$ cat config.mk
export PLATFORM = sky130hd
export DESIGN_NAME = rom_loader_top
export DESIGN_NICKNAME = d
export VERILOG_FILES = /design/src/source/rom_loader_pkg.sv /design/src/source/rom_loader_top.sv /design/src/source/axil_write_master.sv /design/src/source/rom_addr_counter.sv /design/src/source/load_sequencer.sv /design/src/source/ines_header_parser.sv
export VERILOG_INCLUDE_DIRS = /design/src /design/src/source
export SDC_FILE = /design/constraint.sdc
export NUM_CORES = 1
export LEC_CHECK = 0
export BUFFER_PORTS_ARGS = -buffer_cell sky130_fd_sc_hd__buf_4
export CORE_MARGIN = 8
export CORE_UTILIZATION = 60
export CTS_CLUSTER_DIAMETER = 40
export DETAILED_ROUTE_END_ITERATION = 8
export GPL_TIMING_DRIVEN = 0
export HOLD_SLACK_MARGIN = 0.1
export PLACE_DENSITY_LB_ADDON = 0.08
export SLEW_MARGIN = 20
export SYNTH_ARGS = -nofsm -noshare
export SYNTH_HDL_FRONTEND = slang
export SYNTH_SLANG_ARGS = --single-unit
$ cat constraint.sdc
create_clock -name clk -period 4.9 [get_ports clk]
set_input_delay 0.735 -clock clk [delete_from_list [all_inputs] [get_ports clk]]
set_output_delay 0.735 -clock clk [all_outputs]
set_load 0.005 [all_outputs]
$ cat src/source/rom_loader_defs.svh
//********************
// iNES loader constants; sizes assume 22-bit offsets and a 32-bit AXI4-Lite bus
//********************
`ifndef ROM_LOADER_DEFS_SVH
`define ROM_LOADER_DEFS_SVH

// Header layout
`define ROM_HDR_BYTES 16

// "NES" then EOF marker
`define ROM_MAGIC_0 8'h4E
`define ROM_MAGIC_1 8'h45
`define ROM_MAGIC_2 8'h53
`define ROM_MAGIC_3 8'h1A

// Page sizes as shifts
`define ROM_PRG_SHIFT 14 // 16 KB per PRG page
`define ROM_CHR_SHIFT 13 // 8 KB per CHR page

// Memory map
`define ROM_OFS_W    22
`define ROM_CHR_BASE 22'h200000 // CHR region starts at 2 MB

// AXI4-Lite bus widths
`define AXIL_ADDR_W 32
`define AXIL_DATA_W 32

`endif
$ cat src/source/rom_loader_pkg.sv
//********************
// Types shared by the loader; header struct is ordered with byte 0 in the top bits
//********************
`default_nettype none

`include "rom_loader_defs.svh"

package rom_loader_pkg;

  // Bytes 8..15 in NES 2.0 form
  typedef struct packed {
    logic [3:0]  submapper;    // Byte 8 high nibble
    logic [3:0]  mapper_hi;    // Byte 8 low nibble, mapper bits 11..8
    logic [3:0]  chr_size_ext; // Byte 9 high nibble
    logic [3:0]  prg_size_ext; // Byte 9 low nibble
    logic [47:0] rest;         // Bytes 10..15, not decoded here
  } nes20_ext_t;

  // Same 64 bits read two ways
  typedef union packed {
    nes20_ext_t      nes20;
    logic [7:0][7:0] legacy; // Index 7 is header byte 8
  } ines_tail_u;

  typedef struct packed {
    logic [31:0] magic;     // Bytes 0..3
    logic [7:0]  prg_pages; // Byte 4, 16 KB units
    logic [7:0]  chr_pages; // Byte 5, 8 KB units, 0 means CHR RAM
    logic [7:0]  flags6;
    logic [7:0]  flags7;
    ines_tail_u  tail;      // Bytes 8..15
  } ines_hdr_t;

  // Flags word handed to the console core
  typedef struct packed {
    logic [10:0] reserved;    // Always zero
    logic [3:0]  mapper_hi;   // NES 2.0 only
    logic        four_screen;
    logic        chr_ram;
    logic        mirroring;
    logic [2:0]  chr_size;    // log2 bucket of CHR pages
    logic [2:0]  prg_size;    // log2 bucket of PRG pages
    logic [7:0]  mapper;
  } mapper_flags_t;

  typedef enum logic [2:0] {
    HEADER,
    PRG,
    CHR,
    DONE,
    FAIL
  } load_phase_e;

  typedef struct packed {
    logic [`AXIL_ADDR_W-1:0] awaddr;
    logic [2:0]              awprot;
  } axil_aw_t;

  typedef struct packed {
    logic [`AXIL_DATA_W-1:0]   wdata;
    logic [`AXIL_DATA_W/8-1:0] wstrb;
  } axil_w_t;

  // One payload byte and where it goes
  typedef struct packed {
    logic [`ROM_OFS_W-1:0] offset;
    logic [7:0]            data;
  } mem_req_t;

endpackage

`default_nettype wire

$ cat src/source/rom_loader_top.sv
//********************
// mapper_flags only meaningful while done is high and error low
//********************
`default_nettype none

`include "rom_loader_defs.svh"

module rom_loader_top (
  input  wire                           clk,
  input  wire                           reset,
  input  wire  [7:0]                    in_data,
  input  wire                           in_valid,
  output logic                          in_ready,
  input  wire                           invert_mirroring,
  output logic                          awvalid,
  output rom_loader_pkg::axil_aw_t      aw,
  input  wire                           awready,
  output logic                          wvalid,
  output rom_loader_pkg::axil_w_t       w,
  input  wire                           wready,
  input  wire                           bvalid,
  input  wire  [1:0]                    bresp,
  output logic                          bready,
  output rom_loader_pkg::mapper_flags_t mapper_flags,
  output logic                          done,
  output logic                          error
);

  logic                     hdr_wr_en;
  logic [3:0]               hdr_index;
  logic                     hdr_ok;
  logic [7:0]               prg_pages;
  logic [7:0]               chr_pages;
  logic                     region_load;
  logic                     region_sel;
  logic                     bytes_left_zero;
  logic [`ROM_OFS_W-1:0]    offset;
  logic                     req_valid;
  logic                     req_ready;
  logic                     wr_error;
  rom_loader_pkg::mem_req_t req;

  // Offset from the counter, byte straight from the host
  assign req.offset = offset;
  assign req.data   = in_data;

  load_sequencer seq_i (
    .clk, .reset, .in_valid, .in_ready, .hdr_wr_en, .hdr_index, .hdr_ok,
    .region_load, .region_sel, .bytes_left_zero, .req_valid, .req_ready,
    .wr_error, .phase(), .done, .error // Phase left for debug probing
  );

  ines_header_parser parser_i (
    .clk, .reset, .in_data, .hdr_wr_en, .hdr_index, .invert_mirroring,
    .hdr_ok, .prg_pages, .chr_pages, .flags(mapper_flags)
  );

  rom_addr_counter cnt_i (
    .clk, .reset, .region_load, .region_sel, .prg_pages, .chr_pages,
    .advance(req_valid), .offset, .bytes_left_zero // Each accepted byte steps once
  );

  axil_write_master wm_i (
    .clk, .reset, .req_valid, .req, .req_ready, .wr_error,
    .awvalid, .aw, .awready, .wvalid, .w, .wready, .bvalid, .bresp, .bready
  );

endmodule

`default_nettype wire

$ cat src/source/axil_write_master.sv
//********************
// Single outstanding write; bready only after both AW and W have been accepted
//********************
`default_nettype none

`include "rom_loader_defs.svh"

module axil_write_master (
  input  wire                           clk,
  input  wire                           reset,
  input  wire                           req_valid,
  input  wire rom_loader_pkg::mem_req_t req,
  output logic                          req_ready,
  output logic                          wr_error,
  output logic                          awvalid,
  output rom_loader_pkg::axil_aw_t      aw,
  input  wire                           awready,
  output logic                          wvalid,
  output rom_loader_pkg::axil_w_t       w,
  input  wire                           wready,
  input  wire                           bvalid,
  input  wire  [1:0]                    bresp,
  output logic                          bready
);

  localparam logic [1:0] RESP_OKAY = 2'b00;

  rom_loader_pkg::axil_aw_t aw_q;
  rom_loader_pkg::axil_w_t  w_q;

  logic busy_q;    // Request latched, response not yet back
  logic aw_pend_q;
  logic w_pend_q;
  logic accept;

  assign req_ready = !busy_q;
  assign accept    = req_valid && req_ready;

  assign awvalid = aw_pend_q;
  assign aw      = aw_q;
  assign wvalid  = w_pend_q;
  assign w       = w_q;
  assign bready  = busy_q && !aw_pend_q && !w_pend_q;

  // Slave error or decode error ends the load
  assign wr_error = bvalid && bready && (bresp != RESP_OKAY);

  always_ff @(posedge clk) begin
    if (reset) begin
      busy_q    <= 1'b0;
      aw_pend_q <= 1'b0;
      w_pend_q  <= 1'b0;
    end else if (accept) begin
      busy_q    <= 1'b1;
      aw_pend_q <= 1'b1; // AW and W go up together
      w_pend_q  <= 1'b1;
    end else begin
      if (awvalid && awready) aw_pend_q <= 1'b0; // Channels retire independently
      if (wvalid && wready)   w_pend_q  <= 1'b0;
      if (bvalid && bready)   busy_q    <= 1'b0;
    end
  end

  // Byte on every lane, strobe picks the one that counts
  always_ff @(posedge clk) begin
    if (accept) begin
      aw_q.awaddr <= `AXIL_ADDR_W'(req.offset);
      aw_q.awprot <= 3'b000; // Unprivileged, secure, data
      w_q.wdata   <= {(`AXIL_DATA_W/8){req.data}};
      w_q.wstrb   <= 4'b0001 << req.offset[1:0];
    end
  end

  aw_held: assert property (@(posedge clk) disable iff (reset)
    awvalid && !awready |=> awvalid && $stable(aw));

  // Sequencer side must respect the single write in flight
  no_req_while_busy: assert property (@(posedge clk) disable iff (reset)
    busy_q |-> !req_valid);

endmodule

`default_nettype wire

$ cat src/source/rom_addr_counter.sv
//********************
// Page counts above 255 are not representable; PRG beyond 2 MB overlaps CHR
//********************
`default_nettype none

`include "rom_loader_defs.svh"

module rom_addr_counter (
  input  wire                         clk,
  input  wire                         reset,
  input  wire                         region_load,
  input  wire                         region_sel,  // 0 PRG, 1 CHR
  input  wire  [7:0]                  prg_pages,
  input  wire  [7:0]                  chr_pages,
  input  wire                         advance,
  output logic [`ROM_OFS_W-1:0]       offset,
  output logic                        bytes_left_zero
);

  logic [`ROM_OFS_W-1:0] offset_q;
  logic [`ROM_OFS_W-1:0] left_q;
  logic [`ROM_OFS_W-1:0] prg_bytes;
  logic [`ROM_OFS_W-1:0] chr_bytes;

  // Page count to byte count
  assign prg_bytes = `ROM_OFS_W'(prg_pages) << `ROM_PRG_SHIFT;
  assign chr_bytes = `ROM_OFS_W'(chr_pages) << `ROM_CHR_SHIFT;

  always_ff @(posedge clk) begin
    if (reset) begin
      offset_q <= '0;
      left_q   <= '0;
    end else if (region_load) begin
      if (region_sel) begin
        offset_q <= `ROM_CHR_BASE;
        left_q   <= chr_bytes;
      end else begin
        offset_q <= '0;
        left_q   <= prg_bytes;
      end
    end else if (advance) begin
      offset_q <= offset_q + 1'b1; // Next byte address
      left_q   <= left_q - 1'b1;
    end
  end

  assign offset          = offset_q;
  assign bytes_left_zero = (left_q == '0);

  // Sequencer must stop taking bytes once the region is used up
  no_advance_past_end: assert property (@(posedge clk) disable iff (reset)
    advance |-> !bytes_left_zero);

endmodule

`default_nettype wire

$ cat src/source/load_sequencer.sv
//********************
// One write in flight; payload bytes are only taken while the write master is idle
//********************
`default_nettype none

`include "rom_loader_defs.svh"

module load_sequencer (
  input  wire                         clk,
  input  wire                         reset,
  input  wire                         in_valid,
  output logic                        in_ready,
  output logic                        hdr_wr_en,
  output logic [3:0]                  hdr_index,
  input  wire                         hdr_ok,
  output logic                        region_load,
  output logic                        region_sel,
  input  wire                         bytes_left_zero,
  output logic                        req_valid,
  input  wire                         req_ready,
  input  wire                         wr_error,
  output rom_loader_pkg::load_phase_e phase,
  output logic                        done,
  output logic                        error
);

  localparam logic [3:0] HDR_LAST = 4'(`ROM_HDR_BYTES - 1);

  rom_loader_pkg::load_phase_e phase_q;

  logic [3:0] hdr_cnt_q;
  logic       decide_q;  // Cycle after the last header byte
  logic       started_q; // Holds in_ready low through reset
  logic       in_header;
  logic       in_payload;
  logic       take;
  logic       region_empty;

  assign in_header  = (phase_q == rom_loader_pkg::HEADER);
  assign in_payload = (phase_q == rom_loader_pkg::PRG) || (phase_q == rom_loader_pkg::CHR);

  // Empty and last response back
  assign region_empty = bytes_left_zero && req_ready;

  always_comb begin
    if (in_header) in_ready = started_q && !decide_q;
    else           in_ready = in_payload && req_ready && !bytes_left_zero;
  end

  assign take      = in_valid && in_ready;
  assign hdr_wr_en = take && in_header;
  assign hdr_index = hdr_cnt_q;
  assign req_valid = take && in_payload; // Master is idle whenever this is high

  // PRG load at the decision, CHR load when PRG runs dry
  assign region_sel  = (phase_q == rom_loader_pkg::PRG);
  assign region_load = (decide_q && hdr_ok) ||
                       ((phase_q == rom_loader_pkg::PRG) && region_empty);

  assign phase = phase_q;
  assign done  = (phase_q == rom_loader_pkg::DONE) || (phase_q == rom_loader_pkg::FAIL);
  assign error = (phase_q == rom_loader_pkg::FAIL);

  always_ff @(posedge clk) begin
    if (reset) begin
      phase_q   <= rom_loader_pkg::HEADER;
      hdr_cnt_q <= '0;
      decide_q  <= 1'b0;
      started_q <= 1'b0;
    end else begin
      started_q <= 1'b1;
      case (phase_q)
        rom_loader_pkg::HEADER: begin
          if (decide_q) begin
            decide_q <= 1'b0;
            if (hdr_ok) phase_q <= rom_loader_pkg::PRG;
            else        phase_q <= rom_loader_pkg::FAIL;
          end else if (take) begin
            hdr_cnt_q <= hdr_cnt_q + 4'd1;
            if (hdr_cnt_q == HDR_LAST) decide_q <= 1'b1;
          end
        end
        rom_loader_pkg::PRG: begin
          if (wr_error)          phase_q <= rom_loader_pkg::FAIL;
          else if (region_empty) phase_q <= rom_loader_pkg::CHR;
        end
        rom_loader_pkg::CHR: begin
          if (wr_error)          phase_q <= rom_loader_pkg::FAIL;
          else if (region_empty) phase_q <= rom_loader_pkg::DONE;
        end
        default: ; // DONE and FAIL hold until reset
      endcase
    end
  end

  // Load only ends once the write master is idle again
  idle_at_end: assert property (@(posedge clk) disable iff (reset)
    done |-> req_ready);

endmodule

`default_nettype wire

$ cat src/source/ines_header_parser.sv
//********************
// Outputs are combinational from the stored header; meaningful once all 16 bytes are in
//********************
`default_nettype none

`include "rom_loader_defs.svh"

module ines_header_parser (
  input  wire                          clk,
  input  wire                          reset,
  input  wire  [7:0]                   in_data,
  input  wire                          hdr_wr_en,
  input  wire  [3:0]                   hdr_index,
  input  wire                          invert_mirroring,
  output logic                         hdr_ok,
  output logic [7:0]                   prg_pages,
  output logic [7:0]                   chr_pages,
  output rom_loader_pkg::mapper_flags_t flags
);

  rom_loader_pkg::ines_hdr_t hdr_q;

  logic magic_ok;
  logic has_trainer;
  logic is_nes20;
  logic is_dirty;

  // log2 bucket of a page count, 7 covers everything above 64
  function automatic logic [2:0] size_bucket(input logic [7:0] pages);
    logic [2:0] bucket;
    if (pages <= 8'd1)       bucket = 3'd0;
    else if (pages <= 8'd2)  bucket = 3'd1;
    else if (pages <= 8'd4)  bucket = 3'd2;
    else if (pages <= 8'd8)  bucket = 3'd3;
    else if (pages <= 8'd16) bucket = 3'd4;
    else if (pages <= 8'd32) bucket = 3'd5;
    else if (pages <= 8'd64) bucket = 3'd6;
    else                     bucket = 3'd7;
    return bucket;
  endfunction

  // Header capture, byte 0 lands in the top bits
  always_ff @(posedge clk) begin
    if (reset) begin
      hdr_q <= '0; // Partial header then reads as bad magic
    end else if (hdr_wr_en) begin
      hdr_q[8*(15-hdr_index) +: 8] <= in_data;
    end
  end

  assign magic_ok    = (hdr_q.magic == {`ROM_MAGIC_0, `ROM_MAGIC_1, `ROM_MAGIC_2, `ROM_MAGIC_3});
  assign has_trainer = hdr_q.flags6[2]; // Trainer images not supported
  assign hdr_ok      = magic_ok && !has_trainer;

  assign prg_pages = hdr_q.prg_pages;
  assign chr_pages = hdr_q.chr_pages;

  // NES 2.0 marker in flags7 bits 3..2
  assign is_nes20 = (hdr_q.flags7[3:2] == 2'b10);

  // Old dumps put junk in bytes 8..15; then flags7 nibble is untrustworthy
  assign is_dirty = !is_nes20 && (hdr_q.tail.legacy != '0);

  always_comb begin
    flags             = '0;
    flags.mapper_hi   = is_nes20 ? hdr_q.tail.nes20.mapper_hi : 4'h0;
    flags.four_screen = hdr_q.flags6[3];
    flags.chr_ram     = (hdr_q.chr_pages == 8'd0);
    flags.mirroring   = hdr_q.flags6[0] ^ invert_mirroring; // User override
    flags.chr_size    = size_bucket(hdr_q.chr_pages);
    flags.prg_size    = size_bucket(hdr_q.prg_pages);
    flags.mapper[7:4] = is_dirty ? 4'h0 : hdr_q.flags7[7:4];
    flags.mapper[3:0] = hdr_q.flags6[7:4];
  end

endmodule

`default_nettype wire

==> Flow_metrics.wiki <==
{| class="wikitable"
! Metric !! Value
|-
| Global placer's final weighted congestion || 0.983
|-
| Starting density of the core || 0.610
|-
| Crit end category || output pin
|-
| Iteration-0 DRC count of the detailed router || around 660
|-
| Total of cells resized after clock tree synthesis || 0
|-
| Count of port buffers added during placement || 100
|-
| FFs w/ async S/R, synth || 0
|-
| First-pass GRT wire length || ~42000 µm
|-
| Most instantiated cells after synthesis || sky130_fd_sc_hd__dfxtp_1 (181), sky130_fd_sc_hd__nor2_1 (146), sky130_fd_sc_hd__nand2_1 (105), sky130_fd_sc_hd__mux2i_1 (94), sky130_fd_sc_hd__a21oi_1 (63)
|-
| Post-Synthesis Mean Instance Area || around 9 µm²
|-
| Largest cells by area after synthesis || sky130_fd_sc_hd__dfxtp_1 (36%), sky130_fd_sc_hd__edfxtp_1 (10%), sky130_fd_sc_hd__mux2i_1 (9.3%)
|-
| Time the final worst path needs with I/O delays and setup || ~3.9 ns
|-
| Syn Inst Count || 1116
|-
| Antenna cell count || 0
|-
| Min-Delay Path Depth || 1
|-
| Fraction of the cycle the final worst path needs || 0.789
|-
| Yosys warning count || 0
|-
| Overall die area || 0.0212 mm²
|-
| Startpoint-to-endpoint class of the critical path || reg2out
|-
| Number of antenna violations at the first check in global routing || 0
|-
| H-Tree Level Count || 1
|-
| Synth top area share || 0.359
|-
| Count of unique library cells instantiated by Yosys || 68
|-
| Hold crit path type || in2reg
|-
| Residual antenna-violating net count after detailed routing || 0
|-
| Vias in the first global route || 8326
|-
| Cell-by-cell listing of the critical path || or4_1 -> buf_2 -> or3_1 -> buf_2 -> o21ai_1 -> buf_4 -> o21ai_0 -> buf_4
|-
| Minimum setup slack among reg-to-reg paths || ~1.5 ns
|-
| Leakage dissipation || ~4.7 nW
|-
| Finished Core Util || 0.737
|-
| Longest individual stage delay on the worst path || 0.50 ns
|-
| Number of flops mapped to enable cells by yosys || 34
|-
| Net count of the finished layout || about 1300
|-
| Maximum vdd ir drop || 376 µV
|-
| End point of the worst hold path || wm_i.w[29]
|-
| Power Density || 332 mW/mm²
|-
| Number of failing hold endpoints at the final stage || 0
|-
| Root Buffer || sky130_fd_sc_hd__clkbuf_16
|-
| Count of maximum capacitance violations || 0
|-
| Detailed Route WL || roughly 27000 µm
|-
| I/O pins || between 100 and 150
|-
| Worst Min Path Start || in_data[1]
|-
| Dpl hpwl || 18900 µm
|-
| Startpoint class of the critical path || flop
|-
| Number of buffers added by the clock tree synthesis step || 29
|-
| Largest fanout on the critical path || 10
|-
| Accumulated negative setup slack || 0 ns
|-
| Slowest-stage cell, CP || sky130_fd_sc_hd__or4_1
|-
| Row count || 47
|-
| Fill cells || 1265
|-
| Routed length per instance || about 18 µm
|-
| Commonest register cell after synthesis || sky130_fd_sc_hd__dfxtp_1
|-
| Clock-pin slew on the worst setup and hold paths || ~0.06 ns
|-
| Maximum number of pins on one net before global-route repair || 44
|-
| Arrival time of data at the critical path endpoint || ~3.1 ns
|-
| Cell accounting for the most synthesized area || sky130_fd_sc_hd__dfxtp_1
|-
| Routed vias || 8703
|-
| Worst clock skew || 0.0111 ns
|-
| Area Overhead vs Synth || 20.8%
|-
| Synth Register Bits || around 220
|-
| CTS hold repair buffers || 0
|-
| Register area share after synthesis || 0.460
|-
| Worst-skew pair later-pin latency || around 0.54 ns
|-
| Layout cells sized above 1 || 0.183
|-
| Core region area || approximately 0.017 mm²
|-
| Global routing usage summed across all routing layers || 0.241
|-
| Transition time at the pin with the least slew margin || ~1.1 ns
|-
| Post-CTS Setup Inserts || 0
|-
| DRT Pass-1 Iters || 5
|-
| Outcome || complete, no violations
|-
| Endpoint of the worst register-to-register path || cnt_i.left_q[2]
|-
| Maximum achievable frequency || ~260 MHz
|-
| Reg-to-reg startpoint || parser_i.hdr_q[124]
|-
| Final slew viol count || 0
|-
| TritonCTS sink count || around 220
|-
| DRC || 0
|-
| Cell with the most instances after synthesis || sky130_fd_sc_hd__dfxtp_1
|-
| Deepest clock path buffer count || 3
|-
| Worst r2r path cells || 8
|-
| Vertical extent of the die || roughly 150 µm
|-
| Post-synthesis instance area || between 0.01 and 0.015 mm²
|-
| Remaining global-route overflow || 0
|-
| DIE WIDTH || ~150 µm
|-
| CTS tree || built
|-
| Post-detailed-route via-to-cell ratio || between 5 and 6
|-
| Rel. slew slack || 0.291
|-
| Setup repair after global routing missed its margin || no
|-
| Final count of negative-setup-slack endpoints || 0
|-
| Endpoint required time on the critical path || 4.16 ns
|}
worst max-delay path by stage:
stage	start	cells after the start	end
2_1_floorplan	cnt_i.left_q[15]	10	cnt_i.left_q[2]
3_3_place_gp	parser_i.hdr_q[124]	8	cnt_i.left_q[11]
3_5_place_dp	parser_i.hdr_q[124]	8	cnt_i.left_q[2]
4_1_cts	cnt_i.left_q[15]	8	in_ready
5_1_grt	cnt_i.left_q[15]	8	in_ready
6_report	cnt_i.left_q[15]	8	in_ready
cells in the final DEF, fill, tap and decap left out, types with 19 or more instances in the layout:
cell type | synthesis | final
sky130_fd_sc_hd__dfxtp_1 | 181 | 181
sky130_fd_sc_hd__buf_4 | 55 | 155
sky130_fd_sc_hd__nor2_1 | 146 | 146
sky130_fd_sc_hd__nand2_1 | 105 | 105
sky130_fd_sc_hd__mux2i_1 | 94 | 94
sky130_fd_sc_hd__a21oi_1 | 63 | 63
sky130_fd_sc_hd__clkbuf_1 | 50 | 51
sky130_fd_sc_hd__nand3_1 | 39 | 39
sky130_fd_sc_hd__edfxtp_1 | 34 | 34
sky130_fd_sc_hd__o21ai_0 | 32 | 32
sky130_fd_sc_hd__nand4_1 | 30 | 30
sky130_fd_sc_hd__clkbuf_16 | 0 | 29
sky130_fd_sc_hd__nor4_1 | 27 | 26
sky130_fd_sc_hd__conb_1 | 1 | 24
sky130_fd_sc_hd__or3_1 | 21 | 21
sky130_fd_sc_hd__xnor2_1 | 20 | 20
sky130_fd_sc_hd__and2_1 | 19 | 19
logic make-up (layout without fill, tap and decap cells):
kind of cell	count (synthesis)	after routing	synth area share
simple gates	470	470	0.232
other cells	1	24	0.000372
mux	98	98	0.0977
flops	215	215	0.460
xor+xnor	26	26	0.0226
compound gates	172	172	0.110
buf+inv	130	284	0.0716
fa+ha+maj	4	4	0.00496
power by group:
group	switching (mW)	internal, mW	total (mW)	leakage [nW]
clock network	0.844	1.24	2.09	0.470
logic	0.113	0.0424	0.155	2.43
registers	0.00466	1.79	1.80	1.81
layout make-up:
class                           instances  area (µm²)  share of cell area
Inverter                               12        45.0             0.00370
Clock inverter                         22         219              0.0180
Timing Repair Buffer                  100         751              0.0616
Clock buffer                           32         757              0.0621
Multi-Input combinational cell        794        4810               0.395
Buffer                                118         677              0.0556
Sequential cell                       215        4640               0.381
Tap cell                              220         275              0.0226
routing by layer:
metal,vias up,track usage,share of wire
met1,4089,0.269,0.39
met5,-,0,0
met3,82,0.0457,0.060
li1,4232,-,-
met2,300,0.432,0.50
met4,0,0.116,0.045
per-stage QoR:
stage | instances | setup slack, ns | cell area, µm² | hold WS, ns | total power [mW]
floorplan | 1139 | 2.11 | 10200 | 0.427 | 1.93
global placement | 1459 | 1.56 | 11200 | 0.438 | 1.99
detailed placement | 1459 | 1.50 | 11200 | 0.446 | 1.99
CTS | 1513 | 1.05 | 12200 | 0.371 | 4.05
global route | 1513 | 0.882 | 12200 | 0.373 | 4.14
finish | 1513 | 1.03 | 12200 | 0.382 | 4.04
critical path, delay by kind of cell (launching register included):
family	cells	cell delay, ns
and+or+nand+nor	2	0.84
buffers and inverters	4	0.83
AOI/OAI and AO/OA	2	0.59
DFF	1	0.33
state kept, by name, summed over array words and instances (netlist names), 4 cells and up:
name	count
parser_i.chr_pages	8
parser_i.flags	5
parser_i.prg_pages	8
parser_i.hdr_q	103
cnt_i.offset	22
seq_i.hdr_index	4
cnt_i.left_q	22
wm_i.aw	22
wm_i.w	12
Note: power is estimated with default switching activity, not from simulation.
